$ cat src/rtl/ppu_pkg.sv
// shared types and constants for the VCLK_Tx video post-processing path

`default_nettype none

package ppu_pkg;

  // ======================================================================
  // video beat
  // ======================================================================

  localparam int unsigned COLOR_W = 8;

  typedef logic [COLOR_W-1:0] color_t;

  typedef struct packed {
    color_t red;
    color_t green;
    color_t blue;
  } rgb_t;

  // one beat per VCLK_Tx cycle, 27 bits
  typedef struct packed {
    logic vsync;
    logic hsync;
    logic de;
    rgb_t rgb;
  } vid_word_t;

  // ======================================================================
  // configuration
  // ======================================================================

  // user strength code and its expanded darkening level
  typedef logic [3:0]         sl_str_t;
  typedef logic [COLOR_W-1:0] sl_level_t;

  typedef enum logic [2:0] {
    TARGET_480P  = 3'd0,
    TARGET_720P  = 3'd1,
    TARGET_960P  = 3'd2,
    TARGET_1080P = 3'd3,
    TARGET_1200P = 3'd4
  } target_res_e;

  // 480p60 must stay at zero, it is the reset mode
  typedef enum logic [3:0] {
    VMODE_480P60  = 4'd0,
    VMODE_VGA60   = 4'd1,
    VMODE_720P60  = 4'd2,
    VMODE_960P60  = 4'd3,
    VMODE_1080P60 = 4'd4,
    VMODE_1200P60 = 4'd5,
    VMODE_576P50  = 4'd6,
    VMODE_720P50  = 4'd7,
    VMODE_960P50  = 4'd8,
    VMODE_1080P50 = 4'd9,
    VMODE_1200P50 = 4'd10
  } vmode_e;

  // 22-bit config word, top bits are spare
  typedef struct packed {
    logic [2:0]  reserved;
    target_res_e target_res;
    logic        use_vga_480p;
    logic        force60;
    logic        force50;
    logic        llm;
    logic        limited_rgb;
    logic        sl240_en;
    sl_str_t     sl240_str;
    logic        sl480_en;
    sl_str_t     sl480_str;
    logic        sl480_linked;
  } ppu_cfg_t;

  typedef struct packed {
    logic      sl_en;
    sl_level_t sl_level;
  } sl_cfg_t;

  typedef struct packed {
    vmode_e vmode;
    logic   input_pal;
    logic   input_interlaced;
  } ppu_state_t;

  // limited range: c * 220 / 256 + 16
  localparam logic [COLOR_W-1:0] LIMIT_COEFF  = 8'd220;
  localparam logic [COLOR_W-1:0] LIMIT_OFFSET = 8'd16;

endpackage

`default_nettype wire
$ cat src/rtl/ppu_tx_top.sv
// VCLK_Tx post-processing top, config decode then scanlines then range limit

`timescale 1ns/1ns
`default_nettype none

module ppu_tx_top (
  input  wire                 VCLK_Tx,
  input  wire                 nVRST_Tx,
  input  ppu_pkg::ppu_cfg_t   cfg_i,
  input  wire                 pal_i,
  input  wire                 interlaced_i,
  input  ppu_pkg::vid_word_t  vid_i,
  input  wire                 draw_sl_i,
  output ppu_pkg::vid_word_t  vid_o,
  output ppu_pkg::ppu_state_t state_o
);

  ppu_pkg::sl_cfg_t   sl_cfg;
  logic               limited_rgb;
  ppu_pkg::vid_word_t vid_sl;

  // ======================================================================
  // configuration
  // ======================================================================

  tx_cfg_decode cfg_decode_u (
    .VCLK_Tx       (VCLK_Tx),
    .nVRST_Tx      (nVRST_Tx),
    .cfg_i         (cfg_i),
    .pal_i         (pal_i),
    .interlaced_i  (interlaced_i),
    .sl_cfg_o      (sl_cfg),
    .limited_rgb_o (limited_rgb),
    .state_o       (state_o)
  );

  // ======================================================================
  // video path, 1 + 3 cycles
  // ======================================================================

  scanline_emu scanline_emu_u (
    .VCLK_Tx   (VCLK_Tx),
    .nVRST_Tx  (nVRST_Tx),
    .vid_i     (vid_i),
    .draw_sl_i (draw_sl_i),
    .sl_cfg_i  (sl_cfg),
    .vid_o     (vid_sl)
  );

  rgb_range_limiter range_limiter_u (
    .VCLK_Tx       (VCLK_Tx),
    .nVRST_Tx      (nVRST_Tx),
    .limited_rgb_i (limited_rgb),
    .vid_i         (vid_sl),
    .vid_o         (vid_o)
  );

endmodule

`default_nettype wire

$ cat src/rtl/rgb_range_limiter.sv
// limited-range RGB stage, three cycles for both limited and full-range output

`timescale 1ns/1ns
`default_nettype none

module rgb_range_limiter (
  input  wire                VCLK_Tx,
  input  wire                nVRST_Tx,
  input  wire                limited_rgb_i,
  input  ppu_pkg::vid_word_t vid_i,
  output ppu_pkg::vid_word_t vid_o
);

  // top nine bits of c * 220
  function automatic logic [ppu_pkg::COLOR_W:0] scale_top(ppu_pkg::color_t c);
    logic [2*ppu_pkg::COLOR_W-1:0] prod;
    prod = c * ppu_pkg::LIMIT_COEFF;
    return prod[2*ppu_pkg::COLOR_W-1:ppu_pkg::COLOR_W-1];
  endfunction

  // drop the half bit and round up with it
  function automatic ppu_pkg::color_t round_half(logic [ppu_pkg::COLOR_W:0] v);
    return v[ppu_pkg::COLOR_W:1] + ppu_pkg::color_t'(v[0]);
  endfunction

  // black level only touches the upper nibble, the sum never reaches 240
  function automatic ppu_pkg::color_t add_offset(ppu_pkg::color_t c);
    return {c[ppu_pkg::COLOR_W-1:4] + ppu_pkg::LIMIT_OFFSET[ppu_pkg::COLOR_W-1:4], c[3:0]};
  endfunction

  // ======================================================================
  // pipeline registers
  // ======================================================================

  logic [ppu_pkg::COLOR_W:0] red_s1_q;
  logic [ppu_pkg::COLOR_W:0] green_s1_q;
  logic [ppu_pkg::COLOR_W:0] blue_s1_q;
  ppu_pkg::rgb_t             lim_s2_q;

  // syncs, de and the untouched pixel travel together
  ppu_pkg::vid_word_t        beat_s1_q;
  ppu_pkg::vid_word_t        beat_s2_q;

  always_ff @(posedge VCLK_Tx or negedge nVRST_Tx) begin
    if (!nVRST_Tx) begin
      red_s1_q   <= '0;
      green_s1_q <= '0;
      blue_s1_q  <= '0;
      lim_s2_q   <= '0;
      beat_s1_q  <= '0;
      beat_s2_q  <= '0;
      vid_o      <= '0;
    end else begin
      // stage 1
      red_s1_q   <= scale_top(vid_i.rgb.red);
      green_s1_q <= scale_top(vid_i.rgb.green);
      blue_s1_q  <= scale_top(vid_i.rgb.blue);
      beat_s1_q  <= vid_i;

      // stage 2
      lim_s2_q.red   <= round_half(red_s1_q);
      lim_s2_q.green <= round_half(green_s1_q);
      lim_s2_q.blue  <= round_half(blue_s1_q);
      beat_s2_q      <= beat_s1_q;

      // stage 3
      vid_o.vsync <= beat_s2_q.vsync;
      vid_o.hsync <= beat_s2_q.hsync;
      vid_o.de    <= beat_s2_q.de;
      if (limited_rgb_i) begin
        vid_o.rgb.red   <= add_offset(lim_s2_q.red);
        vid_o.rgb.green <= add_offset(lim_s2_q.green);
        vid_o.rgb.blue  <= add_offset(lim_s2_q.blue);
      end else begin
        vid_o.rgb <= beat_s2_q.rgb;
      end
    end
  end

endmodule

`default_nettype wire

$ cat src/rtl/scanline_emu.sv
// scanline emulation, darkens active pixels on lines flagged for a scanline

`timescale 1ns/1ns
`default_nettype none

module scanline_emu (
  input  wire                 VCLK_Tx,
  input  wire                 nVRST_Tx,
  input  ppu_pkg::vid_word_t  vid_i,
  input  wire                 draw_sl_i,
  input  ppu_pkg::sl_cfg_t    sl_cfg_i,
  output ppu_pkg::vid_word_t  vid_o
);

  // c * gain / 256, truncated
  function automatic ppu_pkg::color_t darken(ppu_pkg::color_t c, ppu_pkg::color_t gain);
    logic [2*ppu_pkg::COLOR_W-1:0] prod;
    prod = c * gain;
    return prod[2*ppu_pkg::COLOR_W-1:ppu_pkg::COLOR_W];
  endfunction

  ppu_pkg::color_t sl_gain;
  logic            sl_active;

  // 255 - level
  assign sl_gain   = ~sl_cfg_i.sl_level;
  assign sl_active = sl_cfg_i.sl_en & draw_sl_i & vid_i.de;

  always_ff @(posedge VCLK_Tx or negedge nVRST_Tx) begin
    if (!nVRST_Tx) begin
      vid_o <= '0;
    end else begin
      vid_o.vsync <= vid_i.vsync;
      vid_o.hsync <= vid_i.hsync;
      vid_o.de    <= vid_i.de;
      if (sl_active) begin
        vid_o.rgb.red   <= darken(vid_i.rgb.red, sl_gain);
        vid_o.rgb.green <= darken(vid_i.rgb.green, sl_gain);
        vid_o.rgb.blue  <= darken(vid_i.rgb.blue, sl_gain);
      end else begin
        vid_o.rgb <= vid_i.rgb;
      end
    end
  end

endmodule

`default_nettype wire

$ cat src/rtl/tx_cfg_decode.sv
// config and video-info resync into VCLK_Tx with video mode and scanline decode

`timescale 1ns/1ns
`default_nettype none

module tx_cfg_decode (
  input  wire                VCLK_Tx,
  input  wire                nVRST_Tx,
  input  ppu_pkg::ppu_cfg_t  cfg_i,
  input  wire                pal_i,
  input  wire                interlaced_i,
  output ppu_pkg::sl_cfg_t   sl_cfg_o,
  output logic               limited_rgb_o,
  output ppu_pkg::ppu_state_t state_o
);

  // ======================================================================
  // two-flop resync
  // ======================================================================

  ppu_pkg::ppu_cfg_t cfg_meta_q;
  ppu_pkg::ppu_cfg_t cfg_sync_q;
  logic              pal_meta_q;
  logic              pal_sync_q;
  logic              intl_meta_q;
  logic              intl_sync_q;

  always_ff @(posedge VCLK_Tx or negedge nVRST_Tx) begin
    if (!nVRST_Tx) begin
      cfg_meta_q  <= '0;
      cfg_sync_q  <= '0;
      pal_meta_q  <= 1'b0;
      pal_sync_q  <= 1'b0;
      intl_meta_q <= 1'b0;
      intl_sync_q <= 1'b0;
    end else begin
      cfg_meta_q  <= cfg_i;
      cfg_sync_q  <= cfg_meta_q;
      pal_meta_q  <= pal_i;
      pal_sync_q  <= pal_meta_q;
      intl_meta_q <= interlaced_i;
      intl_sync_q <= intl_meta_q;
    end
  end

  // ======================================================================
  // video mode tables
  // ======================================================================

  ppu_pkg::vmode_e vmode_ntsc;
  ppu_pkg::vmode_e vmode_pal;
  logic            use_pal;

  always_comb begin
    case (cfg_sync_q.target_res)
      ppu_pkg::TARGET_1200P: begin
        vmode_ntsc = ppu_pkg::VMODE_1200P60;
        vmode_pal  = ppu_pkg::VMODE_1200P50;
      end
      ppu_pkg::TARGET_1080P: begin
        vmode_ntsc = ppu_pkg::VMODE_1080P60;
        vmode_pal  = ppu_pkg::VMODE_1080P50;
      end
      ppu_pkg::TARGET_960P: begin
        vmode_ntsc = ppu_pkg::VMODE_960P60;
        vmode_pal  = ppu_pkg::VMODE_960P50;
      end
      ppu_pkg::TARGET_720P: begin
        vmode_ntsc = ppu_pkg::VMODE_720P60;
        vmode_pal  = ppu_pkg::VMODE_720P50;
      end
      // 480p and any unused code
      default: begin
        vmode_ntsc = cfg_sync_q.use_vga_480p ? ppu_pkg::VMODE_VGA60 : ppu_pkg::VMODE_480P60;
        vmode_pal  = ppu_pkg::VMODE_576P50;
      end
    endcase
  end

  // forcing 50/60 Hz is ignored in low-latency mode
  always_comb begin
    if (cfg_sync_q.force60 && !cfg_sync_q.llm) begin
      use_pal = 1'b0;
    end else if (cfg_sync_q.force50 && !cfg_sync_q.llm) begin
      use_pal = 1'b1;
    end else begin
      use_pal = pal_sync_q;
    end
  end

  // ======================================================================
  // scanline settings
  // ======================================================================

  logic             sl_en_sel;
  ppu_pkg::sl_str_t sl_str_sel;

  always_comb begin
    if (!intl_sync_q) begin
      sl_en_sel  = cfg_sync_q.sl240_en;
      sl_str_sel = cfg_sync_q.sl240_str;
    end else begin
      sl_en_sel  = cfg_sync_q.sl480_en;
      sl_str_sel = cfg_sync_q.sl480_linked ? cfg_sync_q.sl240_str : cfg_sync_q.sl480_str;
    end
  end

  // ======================================================================
  // decode register
  // ======================================================================

  always_ff @(posedge VCLK_Tx or negedge nVRST_Tx) begin
    if (!nVRST_Tx) begin
      state_o       <= '0;
      sl_cfg_o      <= '0;
      limited_rgb_o <= 1'b0;
    end else begin
      state_o.vmode            <= use_pal ? vmode_pal : vmode_ntsc;
      state_o.input_pal        <= pal_sync_q;
      state_o.input_interlaced <= intl_sync_q;
      sl_cfg_o.sl_en           <= sl_en_sel;
      // (s+1)*16-1 is just s with a low nibble of ones
      sl_cfg_o.sl_level        <= {sl_str_sel, 4'hF};
      limited_rgb_o            <= cfg_sync_q.limited_rgb;
    end
  end

endmodule

`default_nettype wire

$ cat config.mk
export PLATFORM = sky130hd
export DESIGN_NAME = ppu_tx_top
export DESIGN_NICKNAME = d
export VERILOG_FILES = /design/src/rtl/ppu_pkg.sv /design/src/rtl/ppu_tx_top.sv /design/src/rtl/rgb_range_limiter.sv /design/src/rtl/scanline_emu.sv /design/src/rtl/tx_cfg_decode.sv
export SDC_FILE = /design/constraint.sdc
export NUM_CORES = 1
export LEC_CHECK = 0
export BUFFER_PORTS_ARGS = -buffer_cell sky130_fd_sc_hd__buf_4
export CORE_MARGIN = 5
export CORE_UTILIZATION = 35
export CTS_CLUSTER_SIZE = 20
export DETAILED_ROUTE_END_ITERATION = 10
export SETUP_SLACK_MARGIN = 0.4
export SLEW_MARGIN = 15
export SYNTH_ARGS = -nofsm -noshare
export SYNTH_HDL_FRONTEND = slang
export SYNTH_SLANG_ARGS = --single-unit
$ cat constraint.sdc
create_clock -name VCLK_Tx -period 13.8 [get_ports VCLK_Tx]
set_input_delay 1.38 -clock VCLK_Tx [delete_from_list [all_inputs] [get_ports VCLK_Tx]]
set_output_delay 1.38 -clock VCLK_Tx [all_outputs]
set_load 0.02 [all_outputs]
==> run summary, run 1 <==
Status: completed
Clk_lat worst skew: 540 ps
Initial DRC Count: 298
FF/Latch Area: 5355 sq um
Row count: 75
Unique cell type count in the Yosys netlist: 53
Multi-input logic area: 8449 sq um
Synth Area per Inst: 11.39 sq um
P&R area growth vs syn: 14.27%
Setup violators final: 0
Initial antenna violation count: 1
Drc violations: 0
Post-cts gate resize count: 0
Share of cells above drive strength 1: 11.04%
TNS Setup: 0 ps
Sink Count: 214
Max Cap Viol: 0
Grt total ovfl: 0
Clock skew: 12.59 ps
Kind of critical path: reg -> reg
Synth Flop Type: dfrtp_1
Relative slew slack: 31.80%
Crit path time final: 5188 ps
Fin nets: 1787
Core Area: 41950 sq um
Crit start category: flop
Drt first pass iters: 4
IO buf count: 83
Worst EP required: 14270 ps
Tot GR Track Use: 12.21%
Routed Antenna Nets: 0
Drt via density: 4.522
Full die area: 46540 sq um
Critical path peak fanout: 24
Hold buffers post-CTS: 0
Post-synth EDFFs: 0
Worst VDD drop: 84.17 uV
Final Hold Fails: 0
Worst setup EP type: flop
Pin count of the biggest net entering global routing: 134
#FFs+latches synth: 214
Initial cell density of the core: 35.31%
DR WL met3: 885 um
Synthesized cell area: 14810 sq um
RSZ-0062 raised after global routing: false
Number of fill cells: 3984
Total Wirelength: 26.65 mm
CTS root buf: clkbuf_16
Number of post-CTS setup repair buffers: 0
Share of the synthesized area in the top cell type: 36.15%
Sequential area share after synthesis: 36.15%
WL/cell: 13.65 um
FMAX: 192.7 MHz
First-pass GRT wire length: 47.58 mm
Final RePlAce weighted congestion: 0.7980
Syn nets: 1692
CP Data Arrival Time: 5650 ps
Synth area leader: dfrtp_1
TritonCTS Buffers: 25
Die Wd: 215.7 um
Worst Hold Class: reg -> reg
Ports: 87
LEAKAGE: 8.602 nW
Met2 Wirelength: 12.86 mm
Worst-Margin Slew: 1023 ps
Ant diodes: 0
TritonCTS clock tree: done
Placement Setup Slack: 8076 ps
Final Max Tran Viols: 0
Clock slew at reported path FFs: 60 ps
Mapped Cells: 1300
Metal-1 WL: 12.34 mm
Post-route clock period utilization: 37.60%
Vias: 8827
Max clock buf depth: 3
Highest routing layer actually used: met5
Detailed Place HPWL: 20.71 mm
Final worst setup slack: 8612 ps
Synth warn: 0
Post-synth ARST share: 100.0%
PD cells: 191.1 nW/um^2
H-tree levels: 1
Number of global-route vias before repair: 9836
Largest cells by area after synthesis: dfrtp_1 36%, fa_1 20%, ha_1 16%
Die Y: 215.7 um
[layer usage]
metal	global-route usage [%]	vias up
met5	0	-
met1	16.26	4377
li1	-	4319
met4	2.731	2
met2	20.99	91
met3	2.088	38
[cell families (layout without fill, tap and decap cells)]
group | after synthesis | count (layout) | synth area share, %
compound gates | 120 | 120 | 5.237
xor+xnor | 64 | 64 | 3.784
fa+ha+maj | 338 | 338 | 36.00
buf+inv | 270 | 383 | 6.842
flops | 214 | 214 | 36.15
mux | 23 | 23 | 1.723
other cells | 1 | 1 | 0.02532
simple gates | 270 | 270 | 10.24
[metrics by stage]
stage          total power, mW  instance area (sq um)  hold WS (ps)  utilization [%]  instances
2_1_floorplan            2.215                  14810         331.2                -       1300
3_3_place_gp             2.556                  16080         332.4            38.33       1907
3_5_place_dp             2.607                  16080         334.7            38.33       1907
4_1_cts                  3.302                  16930         338.1            40.35       1952
5_1_grt                  3.602                  16930         350.8            40.35       1952
6_report                 3.234                  16930         338.3            40.35       1952
[sequential cells by signal, indices dropped and copies added, names as in the netlist, 9 cells and up]
name,count
range_limiter_u.vid_o,27
cfg_decode_u.cfg_meta_q,19
scanline_emu_u.vid_o,27
range_limiter_u.red_s1_q,9
cfg_decode_u.cfg_sync_q,19
range_limiter_u.blue_s1_q,9
range_limiter_u.beat_s2_q,27
range_limiter_u.beat_s1_q,27
range_limiter_u.green_s1_q,9
range_limiter_u.lim_s2_q,24
[worst paths after layout]
| kind | cells past startpoint | slack (ps) | end | start |
|---|---|---|---|---|
| min | 0 | 340 | cfg_decode_u.cfg_sync_q[7] | cfg_decode_u.cfg_meta_q[7] |
| min in group asynchronous | 1 | 920 | range_limiter_u.vid_o[21] | nVRST_Tx |
| max in group asynchronous | 2 | 11180 | cfg_decode_u.cfg_sync_q[1] | nVRST_Tx |
| max | 17 | 8610 | scanline_emu_u.vid_o[7] | cfg_decode_u.sl_cfg_o[3] |
| min reg2reg | 0 | 340 | cfg_decode_u.cfg_sync_q[7] | cfg_decode_u.cfg_meta_q[7] |
| max reg2reg | 17 | 8610 | scanline_emu_u.vid_o[7] | cfg_decode_u.sl_cfg_o[3] |
[cells in the mapped netlist, types with 5 or more instances]
cell type,n
inv_1,252
dfrtp_1,214
ha_1,191
fa_1,147
nor2b_1,79
nand2b_1,54
xnor2_1,40
nand2_1,39
a21oi_1,35
nor2_1,33
o21ai_0,25
xor2_1,24
mux2_2,20
nand3_1,20
clkbuf_1,18
nor3_1,11
o21a_1,11
and3_1,7
o31ai_1,7
a211oi_1,6
nand4_1,6
a21boi_0,5
a21o_1,5
and4_1,5
[critical path, stage by stage (launching register included)]
cell and delay (ps):
dfrtp_1 890, nand2b_1 310, inv_1 130, fa_1 560
inv_1 50, fa_1 470, inv_1 50, fa_1 530
inv_1 50, fa_1 520, inv_1 40, ha_1 300
nand3_1 80, a211oi_2 200, o2111a_2 290, nor3_2 60
or4_1 470, nand3_1 110
[final cells by class]
type	count	area share (%)
Clock buffer	32	4.088
Sequential cell	214	31.64
Clock inverter	13	0.9240
Multi-Input combinational cell	816	49.92
Inverter	252	5.588
Tap cell	539	3.984
Timing Repair Buffer	86	3.859
[cell usage in the layout, fill, tap and decap left out, types with 6 or more instances in the layout]
master       n
a211oi_1     6
a21oi_1     35
and3_1       7
buf_4       85
clkbuf_16   25
dfrtp_1    214
fa_1       147
ha_1       191
inv_1      252
mux2_2      20
nand2_1     39
nand2b_1    54
nand3_1     19
nand4_1      6
nor2_1      33
nor2b_1     79
nor3_1      11
o21a_1      11
o21ai_0     25
o31ai_1      7
xnor2_1     40
xor2_1      24
[power breakdown]
part / internal (mW) / switching [mW] / leakage [nW] / total, mW
Combinational: 0.782 / 0.898 / 5.67 / 1.68
Sequential: 0.801 / 0.0911 / 2.52 / 0.892
Clock: 0.397 / 0.265 / 0.413 / 0.662
Total: 1.98 / 1.25 / 8.60 / 3.23
(Power assumes the default switching activity.)
==> inputs of run 2 (changes only) <==
- clock period: 13.8 -> 4.47 ns (I/O delays scaled with it)
==> run 2 against run 1 <==
Net effect:
- sequential power grew to 3.1 times the previous value
- sequential cell count stayed put
- sequential share of layout area fell by 2.7 points
- critical path type unchanged
==> run summary, run 2 (synthesis results as in run 1) <==
Status: completed
Initial antenna violation count: 0 (-1)
Clock skew: 34.50 ps (+21.91 ps)
Final RePlAce weighted congestion: 0.8083 (+1.3%)
TritonCTS clock tree: done
Row count: 75 (unchanged)
Post-route clock period utilization: 98.51% (+61 points)
Core Area: 41950 sq um (unchanged)
Grt total ovfl: 0 (unchanged)
Detailed Place HPWL: 21.80 mm (+5.3%)
P&R area growth vs syn: 24.83%
Met1 usage: 17.64% (+1.4 points)
IO buf count: 83 (unchanged)
Worst Hold Class: in -> reg
Met2 usage: 22.06% (+1.1 points)
Max Cap Viol: 0 (unchanged)
Drt via density: 4.513 (-0.19%)
Full die area: 46540 sq um (unchanged)
Post-DP Area: 16560 sq um (+3.0%)
CTS root buf: clkbuf_16
RSZ-0062 raised after global routing: true
Final non-filler cell total: 2049 (+5.0%)
Die Y: 215.7 um (unchanged)
Clk_lat worst skew: 560 ps (+20 ps)
Pin count of the biggest net entering global routing: 115 (-14%)
Slowest stage cell, crit path: fa_1
Final Hold Fails: 0 (unchanged)
Relative slew slack: 44.55% (+13 points)
Most common cell after layout, fill and taps aside: inv_1
Tot GR Track Use: 12.91% (+0.71 points)
CP Data Arrival Time: 4830 ps (-820 ps)
WL/cell: 14.03 um (+2.8%)
Ant diodes: 0 (unchanged)
Worst Min Path Start: vid_i[24]
Worst setup EP type: flop
Vias: 9248 (+4.8%)
Final Max Tran Viols: 0 (unchanged)
Met3 Resource Use GR: 1.724% (-0.36 points)
Fin nets: 1884 (+5.4%)
Hold_ws: 42.27 ps (-296.0 ps)
H-tree levels: 1 (unchanged)
Sink Count: 214 (unchanged)
Worst R2R Setup Slack: 70 ps (-8550 ps)
Critical path peak fanout: 8 (-67%)
Worst VDD drop: 307.2 uV (+260%)
Commonest non-fill, non-tap cells in the layout: 233 x inv_1, 211 x dfrtp_1, 177 x ha_1
Crit path time final: 4403 ps (-785.0 ps)
LEAKAGE: 9.252 nW (+7.6%)
Cells on worst reg2reg path: 15 (-2)
Worst EP required: 4900 ps (-9370 ps)
Die Wd: 215.7 um (unchanged)
Initial cell density of the core: 35.31% (unchanged)
TritonCTS Buffers: 26 (+4.0%)
Routed Antenna Nets: 0 (unchanged)
Number of global-route vias before repair: 10200 (+3.7%)
First-pass GRT wire length: 50.15 mm (+5.4%)
PD cells: 592.7 nW/um^2 (+210%)
CP peak stage delay: 510 ps (-380 ps)
Cells after DPL: 1945 (+2.0%)
Drt first pass iters: 4 (unchanged)
Kind of critical path: reg -> reg
Worst-Margin Slew: 830.7 ps (-192.3 ps)
Reg2reg start: cfg_decode_u.sl_cfg_o[6]
FMAX: 227.1 MHz (+18%)
Final worst setup slack: 66.81 ps (-8545 ps)
Drc violations: 0 (unchanged)
Hold Path Cell Cnt: 1 (+1)
Crit start category: flop
Initial DRC Count: 373 (+25%)
Hold endpoint: scanline_emu_u.vid_o[24]
Clock slew at reported path FFs: 60 ps (about the same)
Share of cells above drive strength 1: 22.12% (+11 points)
Ports: 87 (unchanged)
Post-Layout Inst Area: 18490 sq um (+9.2%)
Final Core Density: 44.08% (+3.7 points)
Total Wirelength: 28.76 mm (+7.9%)
Placement Setup Slack: -168.3 ps (-8244 ps)
CP Cell Sequence: buf_4 > buf_4 > buf_4 > nand2b_1 > fa_1 > inv_1 > fa_1 > fa_1 > ha_1 > ha_1 > nand3_1 > nand2_1 > o31a_1 > o21a_1 > o31ai_2
Max clock buf depth: 3 (unchanged)
TNS Setup: 0 ps (unchanged)
Setup violators final: 0 (unchanged)
Pwr Total: 10.96 mW (+240%)
GRT busiest layer: met2
RR Endpoint: scanline_emu_u.vid_o[6]
[run 2: changes by cell type in the layout (fill, tap and decap cells not counted), moves of 11 or more]
cell | previous run | this run
dlygate4sd3_1 | 0 | 24
nand2b_4 | 0 | 16
buf_4 | 85 | 141
inv_2 | 0 | 13
ha_4 | 0 | 11
ha_1 | 191 | 177
nand2b_1 | 54 | 38
inv_1 | 252 | 233
[run 2: routing by layer]
layer	vias to the layer above	part of all wire (%)
met5	-	0
met4	0	1.9
met3	35	3.3
met2	97	49
met1	4602	46
li1	4514	-
[run 2: power by group]
group	switching (mW)	internal, mW	total (mW)
Combinational	3.10	2.90	6.00
Sequential	0.271	2.47	2.74
Clock	0.852	1.36	2.22
[run 2: timing repair]
action | 4_1_cts | 5_1_grt
pin swaps | 55 | 31
endpoints found under the hold margin | 110 | 0
setup endpoints to repair | 24 | 24
buffers inserted | 28 | 6
hold buffers | 24 | 0
gates resized for setup | 71 | 43
[run 2: area by class of cell]
type,count,area [sq um]
Tap cell,539,674.4
Multi-Input combinational cell,816,9030
Timing Repair Buffer,182,1541
Clock buffer,32,703.2
Inverter,252,960.9
Clock inverter,14,222.7
Fill cell,3852,23460
Sequential cell,214,5359
[run 2: how the worst max path moves through the flow]
stage	startpoint	end	slack, ps	cells past startpoint
6_report	cfg_decode_u.sl_cfg_o[6]	scanline_emu_u.vid_o[6]	70	15
3_3_place_gp	cfg_decode_u.sl_cfg_o[6]	scanline_emu_u.vid_o[7]	-110	14
2_1_floorplan	cfg_decode_u.sl_cfg_o[3]	scanline_emu_u.vid_o[7]	210	18
5_1_grt	cfg_decode_u.sl_cfg_o[3]	scanline_emu_u.vid_o[6]	-120	19
3_5_place_dp	cfg_decode_u.sl_cfg_o[6]	scanline_emu_u.vid_o[7]	-170	14
4_1_cts	cfg_decode_u.sl_cfg_o[3]	scanline_emu_u.vid_o[6]	9	16
[run 2: critical path, delay by kind of cell (launching register included)]
| family | cells | cell delay (ps) |
|---|---|---|
| flip-flops | 1 | 420 |
| AO/OA/AOI/OAI | 3 | 740 |
| adder cells (fa/ha/maj) | 5 | 2190 |
| AND/OR/NAND/NOR | 3 | 400 |
| buffers and inverters | 4 | 550 |
==> inputs of run 3 (changes only) <==
- PLACE_DENSITY: unset -> 0.53
- SYNTH_HIERARCHICAL: unset -> 1
==> run 3 against run 2 <==
Net effect:
- the flow now finishes with violations (negative setup slack)
- utilization down 1.5 points
- synthesized cell count up 6.4%
- final area up 1.6%
- sequential power about the same
- clock-buffer cell count down 3
- wire length up 6.8%
- non-clock buffer count down 16
- clock skew down 12 ps
- register-to-register slack worse by 70 ps
- critical endpoint is now scanline_emu_u/vid_o[14]
- area after synthesis up 5.1%
- largest power group unchanged
==> run summary, run 3 <==
Synthesized cell area: 15570 sq um (+5.1%)
Row count: 77 (+2.7%)
Core Area: 44120 sq um (+5.2%)
Synth area leader: dfrtp_1
Share of the synthesized area in the top cell type: 34.39% (-1.8 points)
Unique cell type count in the Yosys netlist: 71 (+34%)
Drt via density: 4.476 (-0.83%)
Worst setup path startpoint: cfg_decode_u/sl_cfg_o[3]
Full die area: 48810 sq um (+4.9%)
P&R area growth vs syn: 20.69%
Final Max Tran Viols: 0 (unchanged)
Status: finished, violations left
Crit-path leading delay family: adder cells
Final Core Density: 42.59% (-1.5 points)
Drc violations: 0 (unchanged)
Hold_ws: 42.65 ps (+0.3795 ps)
Initial cell density of the core: 35.29% (about the same)
Tot GR Track Use: 12.93% (+0.017 points)
Cells after DPL: 2086 (+7.2%)
Synth Area per Inst: 11.26 sq um (-1.2%)
Worst VDD drop: 323.5 uV (+5.3%)
Sink Count: 214 (unchanged)
Vias: 9655 (+4.4%)
First-pass GRT wire length: 52.92 mm (+5.5%)
Synth warn: 6 (+6)
Number of global-route vias before repair: 10460 (+2.5%)
Failing checks: negative setup slack
Post-synth EDFFs: 0 (unchanged)
Reg2reg start: cfg_decode_u/sl_cfg_o[3]
#FFs+latches synth: 214 (unchanged)
Commonest non-fill, non-tap cells in the layout: 223 x inv_1, 211 x dfrtp_1, 175 x ha_1
FMAX: 223.3 MHz (-1.7%)
Final RePlAce weighted congestion: 0.7959 (-1.5%)
Initial DRC Count: 334 (-10%)
Detailed Place HPWL: 23.94 mm (+9.8%)
PD cells: 611.8 nW/um^2 (+3.2%)
CP Cell Sequence: buf_12 > nand2b_4 > fa_1 > fa_1 > inv_1 > fa_1 > inv_1 > fa_1 > inv_2 > ha_4 > a211o_1 > a311o_1 > and3_4 > a221oi_4 > xor2_1 > o21ai_1
Drt first pass iters: 4 (unchanged)
LEAKAGE: 9.270 nW (+0.20%)
Top-count cell post-synth: inv_1
Ports: 87 (unchanged)
Fin nets: 1939 (+2.9%)
TNS Setup: -7.665 ps (-7.665 ps)
H-tree levels: 1 (unchanged)
Relative slew slack: 53.70% (+9.2 points)
Crit path time final: 4478 ps (+74.48 ps)
Routed Antenna Nets: 0 (unchanged)
Syn nets: 1774 (+4.8%)
CTS root buf: clkbuf_16
Crit start category: flop
Grt total ovfl: 0 (unchanged)
Critical path peak fanout: 5 (-3)
Post-synth ARST share: 100.0% (unchanged)
Die Y: 220.9 um (+2.4%)
Worst-Margin Slew: 694.4 ps (-136.3 ps)
Total Wirelength: 30.70 mm (+6.8%)
Kind of critical path: reg -> reg
Post-route clock period utilization: 100.2% (+1.7 points)
TritonCTS clock tree: done
Setup violators final: 1 (+1)
WP buf/inv: 4 (unchanged)
Final non-filler cell total: 2157 (+5.3%)
Clk_lat worst skew: 530 ps (-30 ps)
Synth Flop Type: dfrtp_1
Max Cap Viol: 0 (unchanged)
Worst Min Path Start: interlaced_i
Share of cells above drive strength 1: 18.21% (-3.9 points)
Most common cell after layout, fill and taps aside: inv_1
CP Data Arrival Time: 4850 ps (+20 ps)
Worst Hold Class: in -> reg
TritonCTS Buffers: 24 (-7.7%)
Initial antenna violation count: 1 (+1)
Ant diodes: 0 (unchanged)
Die Wd: 220.9 um (+2.4%)
Final Hold Fails: 0 (unchanged)
Worst setup EP type: flop
Sequential area share after synthesis: 34.39% (-1.8 points)
Max clock buf depth: 3 (unchanged)
Post-synth top cells: 225 x inv_1, 214 x dfrtp_1, 187 x ha_1
IO buf count: 83 (unchanged)
WL/cell: 14.23 um (+1.4%)
Clock slew at reported path FFs: 60 ps (about the same)
Clock skew: 22.34 ps (-12.15 ps)
Slowest stage cell, crit path: fa_1
Mapped Cells: 1383 (+6.4%)
Pin count of the biggest net entering global routing: 96 (-17%)
Worst EP required: 4850 ps (-50 ps)
Placement Setup Slack: -143.2 ps (+25.06 ps)
Largest cells by area after synthesis: dfrtp_1 34%, fa_1 19%, ha_1 15%
RSZ-0062 raised after global routing: true
Cell mode on critical path: fa_1
CP peak stage delay: 500 ps (about the same)
Final worst setup slack: -7.665 ps (-74.48 ps)
[run 3: layout make-up]
cell class,instances,area [sq um]
tap,592,740.7
fill,4319,25330
sequential,214,5359
timing repair buffer,166,1381
clock buffer,29,659.4
clock inverter,14,166.4
inverter,225,844.6
multi-input combinational,917,9642
[run 3: per-stage QoR]
stage,instance area (sq um),power [mW]
final,18790,11.50
after detailed placement,17400,9.342
after global routing,18790,12.74
after CTS,18650,11.59
after global placement,17400,9.236
after floorplan,15730,7.727
[run 3: path summary, 6_finish.rpt]
path	end	slack (ps)	cells past startpoint
max	scanline_emu_u/vid_o[14]	-8	16
max reg2reg	scanline_emu_u/vid_o[14]	-8	16
max in group asynchronous	scanline_emu_u/vid_o[15]	2740	3
min reg2reg	cfg_decode_u/intl_sync_q	330	0
min in group asynchronous	cfg_decode_u/cfg_sync_q[13]	510	2
min	cfg_decode_u/intl_meta_q	40	1
[run 3: power breakdown]
group          total, mW  internal [mW]  switching [mW]
Sequential          2.76           2.48           0.276
Combinational       6.76           3.21            3.55
Clock               1.98           1.18           0.800
Total               11.5           6.87            4.62
[run 3: cells by family (layout without fill, tap and decap cells)]
family	count (synthesis)	in the layout	share of synthesized area, %
buf+inv	252	434	6.163
mux	25	25	1.808
xor+xnor	76	76	4.275
flops	214	214	34.39
simple gates	329	329	12.16
compound gates	149	149	6.870
fa+ha+maj	337	337	34.31
other cells	1	1	0.02408
[run 3: what timing repair did]
action / in CTS / in global routing
resized for setup: 40 / 23
setup buffers: 6 / 3
hold buffers: 19 / 0
endpoints found under the hold margin: 104 / 0
endpoints found under the setup margin: 23 / 24
gates cloned: 0 / 0
pin swaps: 23 / 17
[run 3: per-layer routing]
metal  vias up  routed length (um)  track usage, %
li1       4772                   -               -
met5         -                   0               0
met4         0                 459           2.901
met1      4742               14880           18.30
met3        25                 737           1.259
met2       116               14630           21.70
